==> src/icache_pkg.sv <==
package icache_pkg;

  // Top level FSM of the cache controller
  typedef enum logic [1:0] {
    // Waiting for a fetch request, hits are served from here
    ICACHE_IDLE        = 2'b00,
    // A line refill is running in the refill engine
    ICACHE_READ_MEMORY = 2'b01,
    // Refill was killed, wait until the current beat has finished
    ICACHE_DRAIN       = 2'b10
  } icache_state_e;

  // Four-phase handshake FSM of the refill engine
  typedef enum logic [1:0] {
    REFILL_IDLE    = 2'b00,
    // Request held high until memory raises ack
    REFILL_REQ     = 2'b01,
    // Request low, wait for memory to drop ack
    REFILL_RELEASE = 2'b10
  } refill_state_e;

  // Word address width, the fetch stage addresses whole instructions
  localparam int ADDR_WIDTH_DEF = 16;

  // Instruction width
  localparam int DATA_WIDTH_DEF = 32;

  // Words in one cache line, power of two
  localparam int LINE_WORDS_DEF = 4;

  // Lines in the cache, power of two
  localparam int NUM_LINES_DEF = 8;

endpackage

==> src/icache_controller.sv <==
`timescale 1ns/1ps

module icache_controller (
  input  logic clk_i,
  input  logic rst_ni,

  // Fetch stage side
  input  logic fetch_req_i,
  input  logic fetch_kill_i,
  output logic fetch_ack_o,

  // Line store
  input  logic hit_i,

  // Refill engine
  input  logic refill_done_i,
  input  logic refill_idle_i,
  output logic refill_start_o,
  output logic refill_abort_o
);

  import icache_pkg::*;

  icache_state_e state_q;
  icache_state_e state_d;
  logic          ack_d;
  logic          req_live;

  // A request counts only while it is not being killed and has not been answered
  assign req_live = fetch_req_i & ~fetch_kill_i & ~fetch_ack_o;

  always_comb begin
    state_d        = state_q;
    refill_start_o = 1'b0;
    refill_abort_o = 1'b0;

    unique case (state_q)
      ICACHE_IDLE: begin
        // Miss starts a line refill
        if (req_live && !hit_i) begin
          refill_start_o = 1'b1;
          state_d        = ICACHE_READ_MEMORY;
        end
      end

      ICACHE_READ_MEMORY: begin
        if (fetch_kill_i) begin
          // Let the refill engine finish its beat, then stop
          refill_abort_o = 1'b1;
          state_d        = ICACHE_DRAIN;
        end else if (refill_done_i) begin
          // Line is valid now, the held request hits in idle
          state_d = ICACHE_IDLE;
        end
      end

      ICACHE_DRAIN: begin
        refill_abort_o = 1'b1;
        if (refill_idle_i) begin
          state_d = ICACHE_IDLE;
        end
      end

      default: begin
        state_d = ICACHE_IDLE;
      end
    endcase
  end

  always_ff @(posedge clk_i) begin
    if (!rst_ni) begin
      state_q <= ICACHE_IDLE;
    end else begin
      state_q <= state_d;
    end
  end

  // Hits are answered only from idle, and never twice in a row
  assign ack_d = (state_q == ICACHE_IDLE) & req_live & hit_i;

  // Registered single-cycle acknowledge towards fetch
  always_ff @(posedge clk_i) begin
    if (!rst_ni) begin
      fetch_ack_o <= 1'b0;
    end else begin
      fetch_ack_o <= ack_d;
    end
  end

endmodule

==> src/icache_refill.sv <==
`timescale 1ns/1ps

module icache_refill #(
  parameter int ADDR_WIDTH = icache_pkg::ADDR_WIDTH_DEF,
  parameter int DATA_WIDTH = icache_pkg::DATA_WIDTH_DEF,
  parameter int LINE_WORDS = icache_pkg::LINE_WORDS_DEF
) (
  input  logic                          clk_i,
  input  logic                          rst_ni,

  // Control from the cache controller
  input  logic                          start_i,
  input  logic                          abort_i,
  input  logic [ADDR_WIDTH-1:0]         line_addr_i,

  // Four-phase memory port
  output logic                          mem_req_o,
  output logic [ADDR_WIDTH-1:0]         mem_addr_o,
  input  logic                          mem_ack_i,
  input  logic [DATA_WIDTH-1:0]         mem_data_i,

  // Line fill towards the store
  output logic                          fill_we_o,
  output logic [$clog2(LINE_WORDS)-1:0] fill_word_idx_o,
  output logic [DATA_WIDTH-1:0]         fill_data_o,

  output logic                          done_o,
  output logic                          idle_o
);

  import icache_pkg::*;

  localparam int OFF_W  = $clog2(LINE_WORDS);
  localparam int LINE_W = ADDR_WIDTH - OFF_W;

  refill_state_e         state_q;
  refill_state_e         state_d;
  logic [LINE_W-1:0]     line_q;
  logic [OFF_W-1:0]      beat_q;
  logic [DATA_WIDTH-1:0] data_q;
  logic                  abort_q;

  logic                  launch;
  logic                  abort_any;
  logic                  last_beat;
  logic                  beat_end;

  assign launch    = start_i && (state_q == REFILL_IDLE);
  assign abort_any = abort_q | abort_i;
  assign last_beat = beat_q == OFF_W'(LINE_WORDS - 1);
  // A beat is complete once memory has dropped ack again
  assign beat_end  = (state_q == REFILL_RELEASE) && !mem_ack_i;

  always_comb begin
    state_d = state_q;
    unique case (state_q)
      REFILL_IDLE: begin
        if (start_i) begin
          state_d = REFILL_REQ;
        end
      end
      REFILL_REQ: begin
        if (mem_ack_i) begin
          state_d = REFILL_RELEASE;
        end
      end
      REFILL_RELEASE: begin
        if (!mem_ack_i) begin
          state_d = (abort_any || last_beat) ? REFILL_IDLE : REFILL_REQ;
        end
      end
      default: begin
        state_d = REFILL_IDLE;
      end
    endcase
  end

  always_ff @(posedge clk_i) begin
    if (!rst_ni) begin
      state_q <= REFILL_IDLE;
      beat_q  <= '0;
      abort_q <= 1'b0;
    end else begin
      state_q <= state_d;
      if (launch) begin
        beat_q  <= '0;
        abort_q <= 1'b0;
      end else begin
        if (beat_end) begin
          beat_q <= beat_q + 1'b1;
        end
        // Abort is only remembered while a refill runs
        if (abort_i && (state_q != REFILL_IDLE)) begin
          abort_q <= 1'b1;
        end
      end
    end
  end

  always_ff @(posedge clk_i) begin
    if (launch) begin
      line_q <= line_addr_i[ADDR_WIDTH-1:OFF_W];
    end
    if ((state_q == REFILL_REQ) && mem_ack_i) begin
      data_q <= mem_data_i;
    end
  end

  assign mem_req_o  = state_q == REFILL_REQ;
  assign mem_addr_o = {line_q, beat_q};

  // Aborted beats are not written, the fetch address may already point elsewhere
  assign fill_we_o       = beat_end && !abort_any;
  assign fill_word_idx_o = beat_q;
  assign fill_data_o     = data_q;

  assign done_o = fill_we_o && last_beat;
  assign idle_o = state_q == REFILL_IDLE;

endmodule

==> src/icache_store.sv <==
`timescale 1ns/1ps

module icache_store #(
  parameter int ADDR_WIDTH = icache_pkg::ADDR_WIDTH_DEF,
  parameter int DATA_WIDTH = icache_pkg::DATA_WIDTH_DEF,
  parameter int LINE_WORDS = icache_pkg::LINE_WORDS_DEF,
  parameter int NUM_LINES  = icache_pkg::NUM_LINES_DEF
) (
  input  logic                          clk_i,
  input  logic                          rst_ni,

  // Word address from fetch, also selects the line being filled
  input  logic [ADDR_WIDTH-1:0]         fetch_addr_i,

  // Line fill port from the refill engine
  input  logic                          fill_we_i,
  input  logic [$clog2(LINE_WORDS)-1:0] fill_word_idx_i,
  input  logic [DATA_WIDTH-1:0]         fill_data_i,

  output logic                          hit_o,
  output logic [DATA_WIDTH-1:0]         fetch_data_o
);

  localparam int OFF_W = $clog2(LINE_WORDS);
  localparam int IDX_W = $clog2(NUM_LINES);
  localparam int TAG_W = ADDR_WIDTH - OFF_W - IDX_W;

  logic [OFF_W-1:0]      addr_off;
  logic [IDX_W-1:0]      addr_idx;
  logic [TAG_W-1:0]      addr_tag;

  logic                  valid_q [NUM_LINES];
  logic [TAG_W-1:0]      tag_mem [NUM_LINES];
  logic [DATA_WIDTH-1:0] data_mem [NUM_LINES][LINE_WORDS];

  logic                  fill_first;
  logic                  fill_last;

  // Address split: tag | index | word offset
  assign addr_off = fetch_addr_i[OFF_W-1:0];
  assign addr_idx = fetch_addr_i[OFF_W+IDX_W-1:OFF_W];
  assign addr_tag = fetch_addr_i[ADDR_WIDTH-1:OFF_W+IDX_W];

  assign fill_first = fill_we_i && (fill_word_idx_i == '0);
  assign fill_last  = fill_we_i && (fill_word_idx_i == OFF_W'(LINE_WORDS - 1));

  // Tag compare
  assign hit_o = valid_q[addr_idx] && (tag_mem[addr_idx] == addr_tag);

  // Valid bits: dropped when a new fill begins, set with the last word
  always_ff @(posedge clk_i) begin
    if (!rst_ni) begin
      for (int i = 0; i < NUM_LINES; i++) begin
        valid_q[i] <= 1'b0;
      end
    end else if (fill_last) begin
      valid_q[addr_idx] <= 1'b1;
    end else if (fill_first) begin
      valid_q[addr_idx] <= 1'b0;
    end
  end

  // Tag is taken on the first beat of a fill
  always_ff @(posedge clk_i) begin
    if (fill_first) begin
      tag_mem[addr_idx] <= addr_tag;
    end
  end

  always_ff @(posedge clk_i) begin
    if (fill_we_i) begin
      data_mem[addr_idx][fill_word_idx_i] <= fill_data_i;
    end
  end

  // Read word is registered so it lines up with the registered ack
  always_ff @(posedge clk_i) begin
    fetch_data_o <= data_mem[addr_idx][addr_off];
  end

endmodule

==> src/icache_top.sv <==
`timescale 1ns/1ps

module icache_top #(
  parameter int ADDR_WIDTH = icache_pkg::ADDR_WIDTH_DEF,
  parameter int DATA_WIDTH = icache_pkg::DATA_WIDTH_DEF,
  parameter int LINE_WORDS = icache_pkg::LINE_WORDS_DEF,
  parameter int NUM_LINES  = icache_pkg::NUM_LINES_DEF
) (
  input  logic                  clk_i,
  input  logic                  rst_ni,

  // Fetch stage
  input  logic                  fetch_req_i,
  input  logic [ADDR_WIDTH-1:0] fetch_addr_i,
  input  logic                  fetch_kill_i,
  output logic                  fetch_ack_o,
  output logic [DATA_WIDTH-1:0] fetch_data_o,

  // Instruction memory
  output logic                  mem_req_o,
  output logic [ADDR_WIDTH-1:0] mem_addr_o,
  input  logic                  mem_ack_i,
  input  logic [DATA_WIDTH-1:0] mem_data_i
);

  localparam int OFF_W = $clog2(LINE_WORDS);

  logic                  hit;
  logic                  refill_start;
  logic                  refill_abort;
  logic                  refill_done;
  logic                  refill_idle;
  logic                  fill_we;
  logic [OFF_W-1:0]      fill_word_idx;
  logic [DATA_WIDTH-1:0] fill_data;

  icache_controller u_controller (
    .clk_i          (clk_i),
    .rst_ni         (rst_ni),
    .fetch_req_i    (fetch_req_i),
    .fetch_kill_i   (fetch_kill_i),
    .fetch_ack_o    (fetch_ack_o),
    .hit_i          (hit),
    .refill_done_i  (refill_done),
    .refill_idle_i  (refill_idle),
    .refill_start_o (refill_start),
    .refill_abort_o (refill_abort)
  );

  icache_store #(
    .ADDR_WIDTH (ADDR_WIDTH),
    .DATA_WIDTH (DATA_WIDTH),
    .LINE_WORDS (LINE_WORDS),
    .NUM_LINES  (NUM_LINES)
  ) u_store (
    .clk_i           (clk_i),
    .rst_ni          (rst_ni),
    .fetch_addr_i    (fetch_addr_i),
    .fill_we_i       (fill_we),
    .fill_word_idx_i (fill_word_idx),
    .fill_data_i     (fill_data),
    .hit_o           (hit),
    .fetch_data_o    (fetch_data_o)
  );

  // Line base is taken from the fetch address that missed
  icache_refill #(
    .ADDR_WIDTH (ADDR_WIDTH),
    .DATA_WIDTH (DATA_WIDTH),
    .LINE_WORDS (LINE_WORDS)
  ) u_refill (
    .clk_i           (clk_i),
    .rst_ni          (rst_ni),
    .start_i         (refill_start),
    .abort_i         (refill_abort),
    .line_addr_i     (fetch_addr_i),
    .mem_req_o       (mem_req_o),
    .mem_addr_o      (mem_addr_o),
    .mem_ack_i       (mem_ack_i),
    .mem_data_i      (mem_data_i),
    .fill_we_o       (fill_we),
    .fill_word_idx_o (fill_word_idx),
    .fill_data_o     (fill_data),
    .done_o          (refill_done),
    .idle_o          (refill_idle)
  );

endmodule

==> config.mk <==
export PLATFORM = sky130hd
export DESIGN_NAME = icache_top
export DESIGN_NICKNAME = d
export VERILOG_FILES = /design/src/icache_pkg.sv /design/src/icache_controller.sv /design/src/icache_refill.sv /design/src/icache_store.sv /design/src/icache_top.sv
export SDC_FILE = /design/constraint.sdc
export NUM_CORES = 1
export LEC_CHECK = 0
export ABC_AREA = 1
export BUFFER_PORTS_ARGS = -buffer_cell sky130_fd_sc_hd__buf_2
export CORE_ASPECT_RATIO = 0.5
export CORE_MARGIN = 3
export CORE_UTILIZATION = 30
export DETAILED_ROUTE_END_ITERATION = 7
export GPL_TIMING_DRIVEN = 0
export HOLD_SLACK_MARGIN = 0.03
export PLACE_DENSITY_LB_ADDON = 0.3
export SLEW_MARGIN = 5
export SYNTH_ARGS = -nofsm -noshare
export SYNTH_HDL_FRONTEND = slang
export SYNTH_SLANG_ARGS = --single-unit
==> constraint.sdc <==
create_clock -name clk_i -period 3.17 [get_ports clk_i]
set_input_delay 0.1585 -clock clk_i [delete_from_list [all_inputs] [get_ports clk_i]]
set_output_delay 0.1585 -clock clk_i [all_outputs]
set_load 0.02 [all_outputs]
Word-level counts from Yosys, hierarchy flattened
Memories as Yosys holds them, arrays and structs flattened.
Index checks and enable logic that the tools add are counted.
Widths: inputs -> output; s select.
- memories: 3
- logic and storage cells: 94
- register bits after elaboration: 86
- RAM bits: 1120
- reduce and logical (&&, ||, !) cells: 22
- muxes and demuxes: 34
- magnitude comparators: 3
- bitwise gates (word level): 11
- eq/ne operators: 12
- $add $sub $neg: 1
- memory list (name ; words ; bits a word ; read ports ; clocked after memory_dff ; write ports ; RTL line ; source):
    u_store.data_mem ; 8 ; 128 ; 1 ; 0 ; 1 ; icache_store.sv:34 ; logic [DATA_WIDTH-1:0] data_mem [NUM_LINES][LINE_WORDS];
    u_store.tag_mem ; 8 ; 11 ; 1 ; 0 ; 1 ; icache_store.sv:33 ; logic [TAG_W-1:0] tag_mem [NUM_LINES];
    u_store.valid_q ; 8 ; 1 ; 1 ; 0 ; 8 ; icache_store.sv:32 ; logic valid_q [NUM_LINES];
- operators with widths (operator ; count):
    $mux 128 ; 1
    $mux 32 ; 3
    $bmux 32 s2 ; 1
    $demux 32 s2 ; 1
    $mux 1 ; 17
    $mux 2 ; 7
    $pmux 2 s3 ; 2
    $eq 11x11->1 ; 1
    $logic_and 1x1->1 ; 10
    $eq 2x2->1 const B ; 3
    $ge 3x3->1 const B ; 2
    $logic_not 2->1 ; 3
    $ne 2x1->1 const B ; 3
    $not 2->3 ; 2
    $reduce_and 3->1 ; 2
    $and 1x1->1 ; 4
    $eq 2x1->1 const B ; 2
    $ne 2x2->1 const B ; 2
    $logic_not 1->1 ; 3
    $lt 3x1->1 const B ; 1
    $mux 3 ; 1
    $ne 3x3->1 const B ; 1
    $not 1->1 ; 3
    $add 2x1->2 const B ; 1
    other kinds (6) ; 7

Longest topological paths before layout
- depth after elaboration: 13
- depth in mapped cells: 19
- mapped depth without buffers: 17

By module
A second synthesis with hierarchy kept.
- cells, all modules: 3446
- area, all modules: 45940.3 um^2
- modules (own cells, without submodules) (module ; area an instance (um^2) ; sequential area each (um^2) ; times used ; cells an instance):
    icache_store ; 44027.2 ; 34192.8 ; 1 ; 3323
    icache_refill ; 1676.6 ; 1481.4 ; 1 ; 89
    icache_controller ; 236.5 ; 60.1 ; 1 ; 34

Worst setup path after synthesis
No wires, ideal clock.
- path kind: reg2reg
- from: register u_controller.state_q[1]
- to: memory u_store.data_mem[7][100] (netlist bit) (enable)
- clock period less this slack: 3506 ps
- path slack: -336 ps
- stages on the path, launching flop included: 10
- path buffers: 0
- data arrival time: 3061 ps
- cells stage by stage: dfxtp_1 > inv_1 > ha_1 > nand2_1 > nand2_1 > nand2_1 > nand2_1 > nor2_1 > nand2_2 > nor2_1
- cells in the longest elaborated chain, start to end: 7
- elaborated cells between the ends (all ways): 8
- RTL lines (item ; RTL line ; source):
    from (decl) ; icache_controller.sv:24 ; icache_state_e state_q;
    from (signal assigned) ; icache_controller.sv:74 ; state_q <= state_d;
    $eq 2x2->1 or $eq 2x1->1 (tied branches) ; icache_controller.sv:37 ; unique case (state_q)
    $pmux 1 s2 (*) ; icache_controller.sv:37 ;
    $or 1x1->1 (*) ; icache_refill.sv:49 ; assign abort_any = abort_q | abort_i;
    $logic_not 1->1 (*) ; icache_refill.sv:113 ; assign fill_we_o = beat_end && !abort_any;
    $logic_and 1x1->1 (*) ; icache_refill.sv:113 ;
    $mux 1 (*) ; icache_store.sv:71 ; if (fill_we_i) begin
    $mux 128 (not written as such) (*) ; icache_store.sv:72 ; data_mem[addr_idx][fill_word_idx_i] <= fill_data_i;
    to (decl) ; icache_store.sv:34 ;
Mark *: on every way between the ends. The rest lies on a longest branch, timed or not.

Final worst setup path
- from: register u_controller.state_q[1]
- to: memory u_store.data_mem[0][7] (netlist bit) (enable)
Same word-level chain as after synthesis.

==> impl_table.tex <==
\begin{tabular}{lr}
\hline
Metric & Value \\
\hline
\multicolumn{2}{l}{\textbf{Route}} \\
Highest metal layer used by the detailed router & met4 \\
DRT Pass-1 Iters & 7 \\
Metal2 WL & around 70000 um \\
Routed len/inst & about 30 um \\
Antenna-violating nets left & 0 \\
Via Count & between 20000 and 30000 \\
Total DRC errors in the routed layout & 0 \\
Via-per-instance ratio & about 5.3 \\
Initial drt markers & roughly 4700 \\
Detailed route wirelength on metal3 & 19100 um \\
Total detailed-routing wirelength & 160000 um \\
Met1 Routed Length & roughly 65000 um \\
\multicolumn{2}{l}{\textbf{Floorplanning}} \\
Num rows & $\sim$100 \\
Die height & around 280 um \\
Horiz. Die Dim & roughly 550 um \\
I/O Pins & $\sim$100 \\
Floorplan die area & roughly 0.15 mm\^{}2 \\
Floorplan core area & approximately 0.15 mm\^{}2 \\
Starting Density & between 30\% and 40\% \\
\multicolumn{2}{l}{\textbf{Logic synthesis}} \\
Most area-consuming cells after synthesis & edfxtp\_1 (78\%), nand2\_1 (5.2\%), dfxtp\_1 (2.1\%) \\
Leading area contributor after synthesis & edfxtp\_1 \\
Gate count after technology mapping & 2975 \\
Warning count from the yosys run & 0 \\
Count of distinct cell types in the synthesized netlist & 41 \\
Avg Inst Size Synth & approximately 15 um\^{}2 \\
Number of flip-flops and latches in the synthesized netlist & 1206 \\
Number of enable-type register cells in the synthesized netlist & between 1000 and 1500 \\
Most frequently used cell type in the post-synthesis netlist & edfxtp\_1 \\
Sequential area share after synthesis & $\sim$80\% \\
Fraction of synthesis flops using an asynchronous set or reset pin & 0\% \\
Summed instance area of the synthesized netlist & 0.0448 mm\^{}2 \\
Most used standard cells in the synthesized netlist & edfxtp\_1 (1158), nand2\_1 (624), inv\_1 (184), nor2\_1 (116), a221oi\_1 (107) \\
Synthesized net count & 3035 \\
Top\_reg\_cell synth & edfxtp\_1 \\
Yosys top cell area share & 77.7\% \\
\multicolumn{2}{l}{\textbf{Clocking}} \\
Reg clk slew, reported paths & $\sim$0.060 ns \\
TritonCTS clock tree & yes \\
Number of gates resized after cts & 0 \\
Worst skew pair latency & approximately 0.74 ns \\
Clock buffers created by TritonCTS & roughly 110 \\
Number of clock sinks & roughly 1200 \\
Count of H-tree levels built during CTS & 3 \\
Number of buffers on the longest clock path & 3 \\
Clock root buffer & clkbuf\_16 \\
\multicolumn{2}{l}{\textbf{Min path}} \\
Worst min-delay path class & in -> reg \\
Number of cells on the worst hold path & 2 \\
\multicolumn{2}{l}{\textbf{Timing}} \\
Rel. slew slack & -1.21\% \\
Sum of negative setup slack & 0 ns \\
Final count of pins violating max slew & 11 \\
Final setup viols & 0 \\
Fin. Hold Viols & 0 \\
Fmax achieved & 331 MHz \\
Unrepaired setup endpoints after global routing & true \\
Hold WS & 0.120 ns \\
Final critical-path share of the clock period & between 90 and 100\% \\
Worst-margin pin slew & 1.52 ns \\
Time the worst path needs with I/O delays and setup & a little over 3 ns \\
PnR worst setup slack & roughly 0.15 ns \\
Fin Clk Skew & between 0.06 and 0.07 ns \\
\multicolumn{2}{l}{\textbf{Setup path}} \\
Kind of end point of the critical path & flop \\
Setup crit start kind & flop \\
Buffers \& Inverters on Critical Path & 2 \\
Required time of the critical path & between 3 and 4 ns \\
Crit path largest cell delay & $\sim$0.80 ns \\
Critical path, cell by cell & inv\_1 -> ha\_1 -> nand2\_1 -> nand2\_1 -> nand2\_1 -> nand2\_1 -> nor2\_1 -> nand2\_2 -> nor2\_4 -> buf\_12 \\
Largest fanout on the critical path & 18 \\
Most used cell along the critical path & nand2\_1 \\
Critical path depth & 10 \\
Class of the most critical setup path & reg -> reg \\
Arrival time of data at the critical path endpoint & around 3.4 ns \\
Worst reg-to-reg path cell count & 10 \\
Library cell contributing the largest single delay on the critical path & nor2\_4 \\
Critical path's top delay family & simple AND/OR/NAND/NOR gates \\
\multicolumn{2}{l}{\textbf{Finish}} \\
Final core utilization & a little under two fifths \\
Final Instance Count excl. Fillers & about 5400 \\
Net count of the finished layout & 3389 \\
Area used by sequential logic in the layout & between 0.03 and 0.04 mm\^{}2 \\
Area occupied by multi-input gates & 0.00784 mm\^{}2 \\
Layout cell share with drive strength beyond 1 & 14.8\% \\
Post-synthesis to final-layout area growth & 20.5\% \\
Number of inserted filler cells in the final layout & 13700 \\
Post-route standard cell area excluding fillers & between 0.05 and 0.06 mm\^{}2 \\
\multicolumn{2}{l}{\textbf{Pwr}} \\
Pwr Total & around 34 mW \\
Power density over the cells & 627 mW/mm\^{}2 \\
Maximum resistive drop on vdd & approximately 0.00049 V \\
Static leakage & about 18 nW \\
\multicolumn{2}{l}{\textbf{Placed design}} \\
Global placer's final weighted congestion & 0.859 \\
Worst setup slack after placement & -0.941 ns \\
Placed wire-length estimate after detailed placement & 102000 um \\
Number of buffer cells added on primary ports & 101 \\
Area post-placement & a little under 0.05 mm\^{}2 \\
DP Cell Count & just over 5000 \\
\multicolumn{2}{l}{\textbf{Status}} \\
Result of the run & finished, violations left \\
Failing checks & max-capacitance violations, max-slew violations \\
\multicolumn{2}{l}{\textbf{Global route}} \\
Pin count of the biggest net entering global routing & 33 \\
Total gr overflow & 0 \\
Via count of the first global-routing pass & 26900 \\
Antenna violations before repair & 6 \\
GRT Util Overall & 20.1\% \\
Wire length of the first global-routing pass & about 220000 um \\
\multicolumn{2}{l}{\textbf{Run}} \\
Maximum Capacitance Violations & 1 \\
\hline
\end{tabular}
cell families (layout without fill, tap and decap cells):
| group | count (synthesis) | count (layout) | synth area share [%] |
|---|---|---|---|
| multiplexers | 1 | 1 | 0.0224 |
| buffers and inverters | 339 | 787 | 3.21 |
| adder cells (fa/ha/maj) | 7 | 7 | 0.196 |
| AO/OA/AOI/OAI | 475 | 475 | 7.89 |
| other | 0 | 7 | 0 |
| AND/OR/NAND/NOR | 947 | 947 | 8.85 |
| flip-flops | 1206 | 1206 | 79.8 |
placed cells by master (no fill, tap or decap), types with 59 or more instances in the layout:
cell type / n
edfxtp_1: 1158
a21oi_1: 78
a221oi_1: 107
o211ai_1: 59
nor2_1: 83
inv_1: 184
clkbuf_16: 115
nand2_1: 624
buf_2: 176
nand3_1: 91
clkbuf_1: 71
nand4_1: 99
a22oi_1: 84
registers in the layout (all words and copies together) (netlist names):
| register | count |
|---|---|
| u_refill.state_q | 2 |
| u_controller.state_q | 2 |
| u_store.tag_mem | 88 |
| u_refill.line_q | 14 |
| u_refill.abort_q | 1 |
| u_store.fetch_data_o | 32 |
| u_refill.fill_word_idx_o | 2 |
| u_store.data_mem | 1024 |
| u_controller.fetch_ack_o | 1 |
| u_store.valid_q | 8 |
| u_refill.fill_data_o | 32 |
metal layers:
metal  vias up  track usage [%]
met5         -                0
met4         0             7.46
met3       344             4.20
met2      1884             30.8
met1     14700             28.2
li1      11900                -
worst reg2reg max path, stage by stage, from the launching register on:
cell and delay (ns):
dfxtp_1 0.35, inv_1 0.07, ha_1 0.20, nand2_1 0.09, nand2_1 0.07, nand2_1 0.06, nand2_1 0.07, nor2_1 0.25
nand2_2 0.42, nor2_4 0.81, buf_12 0.30
path summary, 6_finish.rpt:
check,endpoint,slack [ns],startpoint
min reg2reg,u_refill.abort_q,0.47,u_refill.abort_q
max reg2reg,u_store.data_mem[0][7],0.15,u_controller.state_q[1]
max,u_store.data_mem[0][7],0.15,u_controller.state_q[1]
min,u_refill.fill_data_o[17],0.12,mem_data_i[17]
final cells by class:
| type | instances | share of cell area, % |
|---|---|---|
| inverter | 194 | 1.35 |
| antenna | 7 | 0.0325 |
| clock inverter | 51 | 1.26 |
| buffer | 144 | 1.32 |
| timing repair buffer | 241 | 4.88 |
| multi-input combinational | 1430 | 14.5 |
| clock buffer | 157 | 5.80 |
| sequential | 1206 | 66.3 |
| tap | 1969 | 4.57 |
power by group:
| part | total (mW) | leakage, nW | internal, mW | switching (mW) |
|---|---|---|---|---|
| clock network | 14.0 | 1.82 | 7.84 | 6.15 |
| registers | 18.0 | 10.8 | 17.7 | 0.295 |
| logic | 1.84 | 5.60 | 0.493 | 1.35 |
| total | 33.8 | 18.2 | 26.0 | 7.79 |
what timing repair did:
action,CTS,global route
pin swaps,9,9
setup endpoints to repair,159,162
hold buffers,52,0
setup buffers,18,20
hold endpoints to repair,148,0
Note: power is estimated with default switching activity, not from simulation.
